[src/include/iq_settings.svh]
// iq order settings
// sizing macros for the in-order retirement queue
// shared by the package, the rtl blocks and the checker

`ifndef IQ_SETTINGS_SVH
`define IQ_SETTINGS_SVH

// ==============================
// queue geometry
// ==============================

// number of issue-queue slots in the ring
// kept a power of two so slot arithmetic wraps for free
`define IQ_ENTRIES 8

// retire lanes per cycle
`define COMMIT_WIDTH 2

// ==============================
// field widths
// ==============================

// opaque instruction payload carried through to retire
`define PAYLOAD_BITS 16

// sequence number width
// live numbers run 1..IQ_ENTRIES, so one bit wider than a slot index
`define SN_BITS 4

`endif

[src/design/iq_pkg.sv]
// iq order package
// slot, sequence number, payload and retire count types
// plus the record that dispatch hands to the entry store

`include "iq_settings.svh"

package iq_pkg;

	// ==============================
	// derived sizes
	// ==============================

	// slot index width, 3 bits for 8 entries
	localparam int QBITS = $clog2(`IQ_ENTRIES);

	// retire count must hold 0..COMMIT_WIDTH
	localparam int AMT_BITS = $clog2(`COMMIT_WIDTH + 1);

	// ==============================
	// scalar types
	// ==============================

	// index into the entry ring
	typedef logic [QBITS-1:0] slot_t;

	// program order rank, 1 is oldest, 0 means no entry
	typedef logic [`SN_BITS-1:0] sn_t;

	// instruction payload
	typedef logic [`PAYLOAD_BITS-1:0] payload_t;

	// entries retiring in one cycle
	typedef logic [AMT_BITS-1:0] amt_t;

	// ==============================
	// dispatch record
	// ==============================

	// one new entry as written by dispatch
	// slot is the ring tail, sn is the next rank after renormalizing
	typedef struct packed {
		slot_t    slot;
		sn_t      sn;
		payload_t payload;
	} disp_rec_t;

endpackage

[src/design/iq_state_if.sv]
// iq state interface
// queue state and retire request shared by store, sequencing,
// dispatch and commit

`timescale 1ns/10ps
`include "iq_settings.svh"

interface iq_state_if (
	input logic clk,
	input logic rst_n
);
	// entry state, registered in the store
	logic [`IQ_ENTRIES-1:0] iq_v;
	logic [`IQ_ENTRIES-1:0] iq_done;
	iq_pkg::sn_t            iq_sn [`IQ_ENTRIES];
	iq_pkg::payload_t       iq_payload [`IQ_ENTRIES];

	// heads[j] is the slot of the j-th oldest entry
	iq_pkg::slot_t          heads [`IQ_ENTRIES];

	// entries retiring this cycle, from commit
	iq_pkg::amt_t           hi_amt;

	// sequencing results
	iq_pkg::sn_t            maxsn;
	iq_pkg::sn_t            tosub;

	// new entry from dispatch
	logic                   wr_en;
	iq_pkg::disp_rec_t      wr_rec;

	modport store (output iq_v, iq_done, iq_sn, iq_payload, heads,
		input hi_amt, maxsn, tosub, wr_en, wr_rec);

	// clk and rst_n only feed the checks in the sequencing block
	modport seq (input clk, rst_n, iq_v, iq_sn, heads, hi_amt,
		output maxsn, tosub);

	modport dispatch (input iq_v, maxsn, tosub, output wr_en, wr_rec);

	modport commit (input iq_v, iq_done, iq_sn, iq_payload, heads,
		output hi_amt);

endinterface

[src/design/iq_dispatch.sv]
// iq dispatch
// input side of the queue: valid/ready handshake on new instructions,
// tail slot selection and sequence number assignment

`timescale 1ns/10ps
`include "iq_settings.svh"

module iq_dispatch (
	input  logic             clk,
	input  logic             rst_n,
	input  logic             in_valid,
	input  iq_pkg::payload_t in_payload,
	output logic             in_ready,
	iq_state_if.dispatch     st
);

	// next free slot in program order
	iq_pkg::slot_t tail_q;

	// every slot holds a live entry
	logic full;

	// handshake this cycle
	logic xfer;

	// ==============================
	// handshake
	// ==============================

	// ready depends only on registered valid bits
	// a retire in the same cycle does not open a slot early
	assign full = &st.iq_v;
	assign in_ready = !full;
	assign xfer = in_valid && in_ready;

	// store takes the record at the edge of the handshake
	assign st.wr_en = xfer;

	// ==============================
	// record build
	// ==============================

	// survivors drop by tosub this edge, so the new entry lands
	// one above the renormalized maximum
	always_comb
	begin
		st.wr_rec.slot = tail_q;
		st.wr_rec.sn = st.maxsn - st.tosub + iq_pkg::sn_t'(1);
		st.wr_rec.payload = in_payload;
	end

	// tail walks the ring, wraps at IQ_ENTRIES
	always_ff @(posedge clk or negedge rst_n)
	begin
		if (!rst_n)
			tail_q <= '0;
		else if (xfer)
			tail_q <= tail_q + iq_pkg::slot_t'(1);
	end

	// ==============================
	// checks
	// ==============================

	// tail must stay ahead of the store's head pointer
	// a live slot under the tail means the ring pointers drifted apart
	a_wr_free_slot: assert property (
		@(posedge clk) disable iff (!rst_n)
		st.wr_en |-> !st.iq_v[st.wr_rec.slot]
	);

endmodule

[src/design/iq_seqnum.sv]
// iq sequence numbers
// finds the largest live sequence number and the amount every
// survivor drops by when the oldest entries retire

`timescale 1ns/10ps
`include "iq_settings.svh"

module iq_seqnum (
	iq_state_if.seq st
);

	iq_pkg::sn_t maxsn_c;
	iq_pkg::sn_t tosub_c;

	// ==============================
	// maximum live rank
	// ==============================

	// invalid entries hold zero, the valid term keeps it robust anyway
	always_comb
	begin
		maxsn_c = '0;
		for (int n = 0; n < `IQ_ENTRIES; n++)
		begin
			if (st.iq_v[n] && (st.iq_sn[n] > maxsn_c))
				maxsn_c = st.iq_sn[n];
		end
	end

	// ==============================
	// retire subtraction
	// ==============================

	// last live entry among the first hi_amt heads
	// hi_amt never exceeds COMMIT_WIDTH so the walk stops there
	always_comb
	begin
		tosub_c = '0;
		for (int j = 0; j < `COMMIT_WIDTH; j++)
		begin
			if ((j < int'(st.hi_amt)) && st.iq_v[st.heads[j]])
				tosub_c = st.iq_sn[st.heads[j]];
		end
	end

	assign st.maxsn = maxsn_c;
	assign st.tosub = tosub_c;

	// cannot remove more ranks than are live
	a_tosub_le_max: assert property (
		@(posedge st.clk) disable iff (!st.rst_n)
		st.tosub <= st.maxsn
	);

	// heads carry ranks 1..hi_amt, so the drop equals the lane count
	a_tosub_is_amt: assert property (
		@(posedge st.clk) disable iff (!st.rst_n)
		st.tosub == iq_pkg::sn_t'(st.hi_amt)
	);

endmodule

[src/design/iq_store.sv]
// iq entry store
// ring of entries with valid, done, sequence number and payload;
// applies dispatch writes, completions, retirement and renormalization

`timescale 1ns/10ps
`include "iq_settings.svh"

module iq_store (
	input  logic          clk,
	input  logic          rst_n,
	input  logic          cpl_valid,
	input  iq_pkg::slot_t cpl_slot,
	output iq_pkg::sn_t   occupancy,
	iq_state_if.store     st
);

	// entry state
	logic [`IQ_ENTRIES-1:0] v_q;
	logic [`IQ_ENTRIES-1:0] done_q;
	iq_pkg::sn_t            sn_q [`IQ_ENTRIES];
	iq_pkg::payload_t       pay_q [`IQ_ENTRIES];

	// oldest slot in the ring
	iq_pkg::slot_t          head_q;

	// heads in age order and the slots leaving this edge
	iq_pkg::slot_t          head_slot [`IQ_ENTRIES];
	logic [`IQ_ENTRIES-1:0] retire;

	// ==============================
	// age order
	// ==============================

	// j-th oldest sits j slots past the head, wrap is implicit
	always_comb
	begin
		for (int j = 0; j < `IQ_ENTRIES; j++)
			head_slot[j] = head_q + iq_pkg::slot_t'(j);
	end

	// commit retires a prefix of the heads
	always_comb
	begin
		retire = '0;
		for (int j = 0; j < `COMMIT_WIDTH; j++)
		begin
			if (j < int'(st.hi_amt))
				retire[head_slot[j]] = 1'b1;
		end
	end

	// ==============================
	// entry update
	// ==============================

	always_ff @(posedge clk or negedge rst_n)
	begin
		if (!rst_n)
		begin
			v_q <= '0;
			done_q <= '0;
			head_q <= '0;
			for (int i = 0; i < `IQ_ENTRIES; i++)
				sn_q[i] <= '0;
		end
		else
		begin
			head_q <= head_q + iq_pkg::slot_t'(st.hi_amt);
			for (int i = 0; i < `IQ_ENTRIES; i++)
			begin
				// retired slot goes back to zero rank
				if (retire[i])
				begin
					v_q[i] <= 1'b0;
					done_q[i] <= 1'b0;
					sn_q[i] <= '0;
				end
				// survivors renormalize so ranks stay 1..occupancy
				else if (v_q[i])
					sn_q[i] <= sn_q[i] - st.tosub;
			end
			// completion lands on a live, non-retiring slot
			if (cpl_valid)
				done_q[cpl_slot] <= 1'b1;
			// tail slot is free, so no clash with the above
			if (st.wr_en)
			begin
				v_q[st.wr_rec.slot] <= 1'b1;
				done_q[st.wr_rec.slot] <= 1'b0;
				sn_q[st.wr_rec.slot] <= st.wr_rec.sn;
			end
		end
	end

	// payload only changes on a write
	always_ff @(posedge clk)
	begin
		if (st.wr_en)
			pay_q[st.wr_rec.slot] <= st.wr_rec.payload;
	end

	// ==============================
	// outputs
	// ==============================

	assign st.iq_v = v_q;
	assign st.iq_done = done_q;
	assign st.iq_sn = sn_q;
	assign st.iq_payload = pay_q;
	assign st.heads = head_slot;

	// highest rank equals entry count
	assign occupancy = st.maxsn;

	// completion of a free slot would later retire garbage
	a_cpl_live: assert property (
		@(posedge clk) disable iff (!rst_n)
		cpl_valid |-> v_q[cpl_slot]
	);

	// rank invariant against an independent count of live slots
	a_occ_count: assert property (
		@(posedge clk) disable iff (!rst_n)
		$countones(v_q) == int'(occupancy)
	);

endmodule

[src/design/iq_commit.sv]
// iq commit
// output side of the queue: presents up to COMMIT_WIDTH oldest done
// entries in order and retires all valid lanes on out_ready

`timescale 1ns/10ps
`include "iq_settings.svh"

module iq_commit (
	input  logic                     out_ready,
	output logic [`COMMIT_WIDTH-1:0] out_valid,
	output iq_pkg::sn_t              out_sn [`COMMIT_WIDTH],
	output iq_pkg::payload_t         out_payload [`COMMIT_WIDTH],
	iq_state_if.commit               st
);

	// head j is live and done
	logic [`COMMIT_WIDTH-1:0] lane_ok;

	// lane j valid, needs every older lane too
	logic [`COMMIT_WIDTH-1:0] lane_v;

	// number of valid lanes
	iq_pkg::amt_t             lane_cnt;

	// ==============================
	// lane formation
	// ==============================

	always_comb
	begin
		for (int j = 0; j < `COMMIT_WIDTH; j++)
			lane_ok[j] = st.iq_v[st.heads[j]] && st.iq_done[st.heads[j]];
	end

	// strict in-order: a younger done entry waits behind an older one
	always_comb
	begin
		lane_v[0] = lane_ok[0];
		for (int j = 1; j < `COMMIT_WIDTH; j++)
			lane_v[j] = lane_v[j-1] && lane_ok[j];
	end

	// lanes form a prefix, so counting set bits gives the depth
	always_comb
	begin
		lane_cnt = '0;
		for (int j = 0; j < `COMMIT_WIDTH; j++)
		begin
			if (lane_v[j])
				lane_cnt = lane_cnt + iq_pkg::amt_t'(1);
		end
	end

	// ==============================
	// retire channel
	// ==============================

	assign out_valid = lane_v;

	// data follows the heads whether or not the lane is valid
	// lane j rank is j+1 by the renormalization invariant
	always_comb
	begin
		for (int j = 0; j < `COMMIT_WIDTH; j++)
		begin
			out_sn[j] = st.iq_sn[st.heads[j]];
			out_payload[j] = st.iq_payload[st.heads[j]];
		end
	end

	// back-pressure holds every lane, nothing leaves
	assign st.hi_amt = out_ready ? lane_cnt : '0;

endmodule

[src/design/iq_order_top.sv]
// iq order top
// in-order retirement queue: dispatch in program order, complete in
// any order, retire oldest first up to COMMIT_WIDTH per cycle

`timescale 1ns/10ps
`include "iq_settings.svh"

module iq_order_top (
	input  logic                     clk,
	input  logic                     rst_n,
	// dispatch channel
	input  logic                     in_valid,
	output logic                     in_ready,
	input  iq_pkg::payload_t         in_payload,
	// completion by slot
	input  logic                     cpl_valid,
	input  iq_pkg::slot_t            cpl_slot,
	// retire channel
	output logic [`COMMIT_WIDTH-1:0] out_valid,
	input  logic                     out_ready,
	output iq_pkg::sn_t              out_sn [`COMMIT_WIDTH],
	output iq_pkg::payload_t         out_payload [`COMMIT_WIDTH],
	// live entry count
	output iq_pkg::sn_t              occupancy
);

	// ==============================
	// shared queue state
	// ==============================

	iq_state_if st (
		.clk   (clk),
		.rst_n (rst_n)
	);

	iq_dispatch i_dispatch (
		.clk        (clk),
		.rst_n      (rst_n),
		.in_valid   (in_valid),
		.in_payload (in_payload),
		.in_ready   (in_ready),
		.st         (st.dispatch)
	);

	// purely combinational rank logic
	iq_seqnum i_seqnum (
		.st (st.seq)
	);

	iq_store i_store (
		.clk       (clk),
		.rst_n     (rst_n),
		.cpl_valid (cpl_valid),
		.cpl_slot  (cpl_slot),
		.occupancy (occupancy),
		.st        (st.store)
	);

	iq_commit i_commit (
		.out_ready   (out_ready),
		.out_valid   (out_valid),
		.out_sn      (out_sn),
		.out_payload (out_payload),
		.st          (st.commit)
	);

endmodule

[config.mk]
export PLATFORM = sky130hd
export DESIGN_NAME = iq_order_top
export DESIGN_NICKNAME = d
export VERILOG_FILES = /design/src/design/iq_pkg.sv /design/src/design/iq_state_if.sv /design/src/design/iq_dispatch.sv /design/src/design/iq_seqnum.sv /design/src/design/iq_store.sv /design/src/design/iq_commit.sv /design/src/design/iq_order_top.sv
export VERILOG_INCLUDE_DIRS = /design/src /design/src/include
export SDC_FILE = /design/constraint.sdc
export NUM_CORES = 1
export LEC_CHECK = 0
export BUFFER_PORTS_ARGS = -buffer_cell sky130_fd_sc_hd__buf_2
export CAP_MARGIN = 15
export CORE_AREA = 2 2 149 165
export DETAILED_ROUTE_END_ITERATION = 12
export DIE_AREA = 0 0 151 167
export GPL_TIMING_DRIVEN = 1
export MAX_ROUTING_LAYER = met4
export PLACE_DENSITY = 0.67
export SETUP_SLACK_MARGIN = 0.05
export SLEW_MARGIN = 20
export SYNTH_ARGS = -nofsm -noshare
export SYNTH_HDL_FRONTEND = slang
export SYNTH_SLANG_ARGS = --single-unit
export TNS_END_PERCENT = 50
[constraint.sdc]
create_clock -name clk -period 21.1 [get_ports clk]
set_input_delay 3.165 -clock clk [delete_from_list [all_inputs] [get_ports clk]]
set_output_delay 3.165 -clock clk [all_outputs]
set_load 0.01 [all_outputs]
-- Word-level counts from Yosys, hierarchy flattened
Cells that the tools add are included.
- magnitude comparators: 22
- reductions and logical operators: 21
- bitwise gates (word level): 8
- mux-type cells: 85
- add/subtract/negate cells: 14
- operators by type and width (operator ; count):
    $bwmux W128 ; 1
    $mux W4 ; 31
    $bmux W16 S3 ; 2
    $mux W16 ; 5
    $demux W16 S3 ; 1
    $mux W8 ; 5
    $sub A4 B4 Y4 ; 9
    $bwmux W32 ; 1
    $mux W32 ; 1
    $gt A4 B4 Y1 ; 7
    $mux W1 ; 25
    $bmux W4 S3 ; 2
    $or A8 B8 Y8 ; 3
    $logic_and A1 B1 Y1 ; 19
    $lt A3 B4 Y1 const B ; 4
    $bmux W1 S3 ; 4
    $demux W1 S3 ; 4
    $demux W4 S3 ; 1
    $ge A3 B1 Y1 const B ; 4
    $ge A4 B4 Y1 const B ; 3
    $not A3 Y4 ; 3
    $and A8 B8 Y8 ; 1
    $not A8 Y8 ; 1
    $reduce_and A8 Y1 ; 1
    9 further kinds ; 12
- register bits: 182
- logic and storage cells: 170
- output and inout bits: 47

-- Logic depth before layout (Yosys ltp)
- depth after elaboration: 28
- gate-level depth with buffers: 68
- depth with buffers taken out: 63

-- Hierarchy
A second synthesis with hierarchy kept.
- cells, all modules: 985
- area, all modules: 13072.5 µm²
- modules (own cells, without submodules) (module ; area an instance (µm²) ; times used ; sequential area each (µm²) ; cells an instance):
    iq_store ; 7587.3 ; 1 ; 5119.9 ; 522
    iq_commit ; 2901.5 ; 1 ; 0.0 ; 164
    iq_seqnum ; 2179.6 ; 1 ; 0.0 ; 255
    iq_dispatch ; 404.1 ; 1 ; 75.1 ; 44

-- Least setup slack after synthesis
No wires, ideal clock.
- path type: reg-to-output
- start: reg i_store.v_q[0] (netlist: i_store.st.iq_v[0])
- end: out occupancy[0]
- arrival time: 10504 ps
- required time: 17935 ps
- slack: 7431 ps
- buffers on the path: 5
- stages on the path, launching flop included: 55
- cell sequence: dfrtp_1 > clkbuf_1 > clkbuf_1 > nand2_1 > ha_1 > nand4_1 > nand2_2 > a21oi_4 > mux2_2 > ha_1 > nand2_1 > a31oi_2 > maj3_1 > o21ai_0 > o21a_1 > mux2i_1 > inv_1 > ha_1 > [... 19 more ...] > o21a_1 > o21ai_0 > inv_1 > ha_1 > and2_1 > o311a_1 > a32oi_2 > and4_1 > a221o_1 > mux2i_2 > buf_2 > ha_1 > nand3_1 > a211oi_1 > o21ai_4 > buf_12 > buf_6 > o21ai_0
- word-level cells in the longest chain between the ends: 23
- RTL lines (what ; RTL line ; text):
    start: declaration ; iq_store.sv:18 ; logic [`IQ_ENTRIES-1:0] v_q;
    start signal: assignment ; iq_store.sv:60 ; v_q <= '0;
    start signal: indexed assignment ; iq_store.sv:74 ; v_q[i] <= 1'b0;
    start signal: indexed assignment ; iq_store.sv:88 ; v_q[st.wr_rec.slot] <= 1'b1;
    $logic_and A1 B1 Y1 * ; iq_seqnum.sv:25 ; if (st.iq_v[n] && (st.iq_sn[n] > maxsn_c))
    $mux W4 * ; iq_seqnum.sv:25 ;
    $gt A4 B4 Y1 ; iq_seqnum.sv:25 ;
    $logic_and A1 B1 Y1 ; iq_seqnum.sv:25 ;
    $mux W4 * ; iq_seqnum.sv:25 ;
    $gt A4 B4 Y1 ; iq_seqnum.sv:25 ;
    $logic_and A1 B1 Y1 ; iq_seqnum.sv:25 ;
    $mux W4 * ; iq_seqnum.sv:25 ;
    [... 7 more ...] ; -- ;
    $logic_and A1 B1 Y1 ; iq_seqnum.sv:25 ;
    $mux W4 * ; iq_seqnum.sv:25 ;
    $gt A4 B4 Y1 ; iq_seqnum.sv:25 ;
    $logic_and A1 B1 Y1 ; iq_seqnum.sv:25 ;
    $mux W4 * ; iq_seqnum.sv:25 ;
    $gt A4 B4 Y1 ; iq_seqnum.sv:25 ;
    $logic_and A1 B1 Y1 ; iq_seqnum.sv:25 ;
    $mux W4 * ; iq_seqnum.sv:25 ;
    end: declaration ; iq_order_top.sv:24 ; output iq_pkg::sn_t occupancy
Mark *: on every way between the ends. The rest lies on a longest branch, timed or not.

-- Final worst setup path
- start: reg i_store.v_q[0] (netlist: i_store.st.iq_v[0])
- end: out occupancy[2]
Same word-level chain as after synthesis.

==> flow_summary.ini <==
[grt]
grt_pass1_wl_mm = 54.0
grt_pass1_vias = 9277
grt.total_usage_pct = 29.4
antenna_violations_before_repair = 3
grt_max_degree = 73
global_route.overflow_total = 0

[sta]
tns_ns = 0
maxSlewViolCount = 0
hold_viol = 0
timing.max_slew.rel_slack_pct = 26.1
setup_viol = 0
fmax_mhz = 66.2
clock-skew-final_ns = 0.0167
min_period_over_period_pct = 71.6
setup_repair_after_global_routing_missed_its_margin = false
finalWorstPathRequiredPeriod_ns = 15.10
worstMarginPinSlew_ns = 1.10

[yosys]
yosys.area.top_type = edfxtp_1
syn-cell-area_um2 = 11600
yosysWarnings = 0
syn_inst = 1115
synth-seq-cells = 182
synth_area_leaders = edfxtp_1 (33%), dfrtp_1 (12%), ha_1 (5.2%)
synth_top_flop_cell = edfxtp_1
async_flop_share_pct = 29.7
synth_cell_type_count = 80
synth_seq_area_share_pct = 44.7
syn_area_per_cell_um2 = 10.4
synth-edff-count = 128
ys_top_cells_by_count = nand2_1 (137), edfxtp_1 (128), a22oi_1 (75)
synth_nets = 1197
synth_top_area_share_pct = 33.1
yosysMostFrequentCell = nand2_1

[status]
status = finished clean

[route]
detailedRoute.firstPassIterationCount = 6
drc = 0
vias = 9749
wl_per_cell_um = 24.0
via_per_inst = 6.61
wirelength_mm = 35.4
detail_route.iter0.violations = 1089
ant_nets = 0

[final_layout]
fillCellCount = 2055
drive_above_1_share_pct = 16.4
sequential_cell_area_um2 = 5200
area_delta_synth_final_pct = 11.6
multi_input_comb_area_um2 = 5990
nNetsFinal = 1236

[critical_path]
longest_individual_stage_delay_on_the_worst_path_ns = 0.67
critical_path_arrival_ns = 11.94
startpoint_types = register
critPathRequiredTime_ns = 17.94
critPathSlowestCell = dfrtp_1
worstSetupEndpointType = primary output
path_max_fanout = 21
reg2reg_setup_slack_ns = 7.51
critical_path.most_common_cell = ha_1
worst-setup-path-type = register to primary output

[floorplan]
initial_utilization_pct = 49.5
die_h_um = 167
ioPinCount = 71
core_region_area_um2 = 23500
chipWidth_um = 151
placement_row_count = 59
dieArea_um2 = 25200

[clock_tree]
cts.clk_slew.worst_paths_ns = 0.08
cts_inserted_buffers = 17
clock_tree.buffer_depth = 2
clock_insertion_delay_worst_skew_ns = 0.44
root_buffer = clkbuf_16
cts_tree = built
cts_htree_levels = 4
clock_sink_total = 182
cts_repair_resized_insts = 0
post_cts_hold_buffer_count = 0
number_of_buffers_inserted_by_post_cts_setup_repair = 0

[placed_design]
port_buffers = 70
final_hpwl_from_detailed_placement_mm = 23.2
place.gp.congestion = 0.959

[min_path]
hp-class = register to register

[run]
cap_viol_max_count = 0
==> cell type report <==
type                       count  share of cell area (%)
multi-input combinational    806                    46.2
timing repair buffer          94                    4.09
antenna                        3                  0.0579
tap                          305                    2.94
sequential                   182                    40.1
inverter                      53                    1.53
clock buffer                  17                    3.28
clock inverter                15                    1.78
==> cells in the final DEF, fill, tap and decap left out, types with 17 or more instances in the layout <==
| master | count |
|---|---|
| inv_1 | 49 |
| a21oi_1 | 31 |
| a22oi_1 | 75 |
| nand3_1 | 41 |
| buf_4 | 24 |
| nand2_1 | 137 |
| ha_1 | 47 |
| clkbuf_16 | 17 |
| edfxtp_1 | 128 |
| nand4_1 | 24 |
| mux4_2 | 22 |
| o22ai_1 | 21 |
| o21ai_0 | 45 |
| nor2_1 | 44 |
| buf_2 | 70 |
| o31ai_1 | 19 |
| xnor2_1 | 28 |
| mux2i_1 | 33 |
| dfrtp_1 | 53 |
==> routing by layer <==
layer	vias to the layer above	global-route usage, %	wire, um
li1	4337	-	-
met1	4775	40.0	14300
met2	534	44.3	16700
met3	103	4.82	3230
met4	0	11.0	1190
met5	-	-	0
==> stage by stage <==
step	setup WS [ns]	util (%)	hold WS [ns]	cells	instance area (um2)
after floorplan	7.43	-	0.502	1115	11600
after detailed placement	6.57	52.4	0.536	1440	12300
final	6.00	55.2	0.552	1475	13000
after CTS	6.08	55.2	0.553	1472	13000
after global placement	6.87	52.4	0.535	1440	12300
after global routing	5.11	55.2	0.600	1475	13000
==> critical path: cells and delay by family (launching register included) <==
kind | cells | cell delay, ns
adders and majority gates | 8 | 2.44
AOI/OAI and AO/OA | 21 | 4.53
buffers and inverters | 5 | 0.64
and+or+nand+nor | 15 | 2.04
muxes | 4 | 1.16
DFF | 1 | 0.67
==> cell families after synthesis <==
family	share of synthesized area, %
AOI/OAI and AO/OA	17.9
xor gates and xnor gates	3.02
adders and majority gates	6.98
buffers and inverters	4.33
DFF	44.7
muxes	8.60
and+or+nand+nor	14.5
==> registers in the layout, indices dropped and copies added (netlist names) <==
name                   cells
i_store.st.iq_payload    128
i_store.st.iq_sn          32
i_store.st.iq_v            8
i_store.head_q             3
i_store.st.iq_done         8
i_dispatch.tail_q          3
==> path summary, 6_finish.rpt <==
kind / from / end / cells past startpoint
setup / recovery: i_store.st.iq_v[0]$_DFF_PN0_ / occupancy[2] / 53
hold / removal: i_store.st.iq_done[5]$_DFF_PN0_ / i_store.st.iq_done[5]$_DFF_PN0_ / 2
setup reg to reg: i_store.st.iq_v[0]$_DFF_PN0_ / i_store.st.iq_sn[15]$_DFF_PN0_ / 59
hold reg to reg: i_store.st.iq_done[5]$_DFF_PN0_ / i_store.st.iq_done[5]$_DFF_PN0_ / 2
max in group asynchronous: rst_n / i_store.head_q[0]$_DFF_PN0_ / 2
min in group asynchronous: rst_n / i_store.st.iq_sn[18]$_DFF_PN0_ / 2
Power is left out: the tool's default activity adds up to more than one toggle a clock period on the data nets, which glitch-free logic cannot reach.
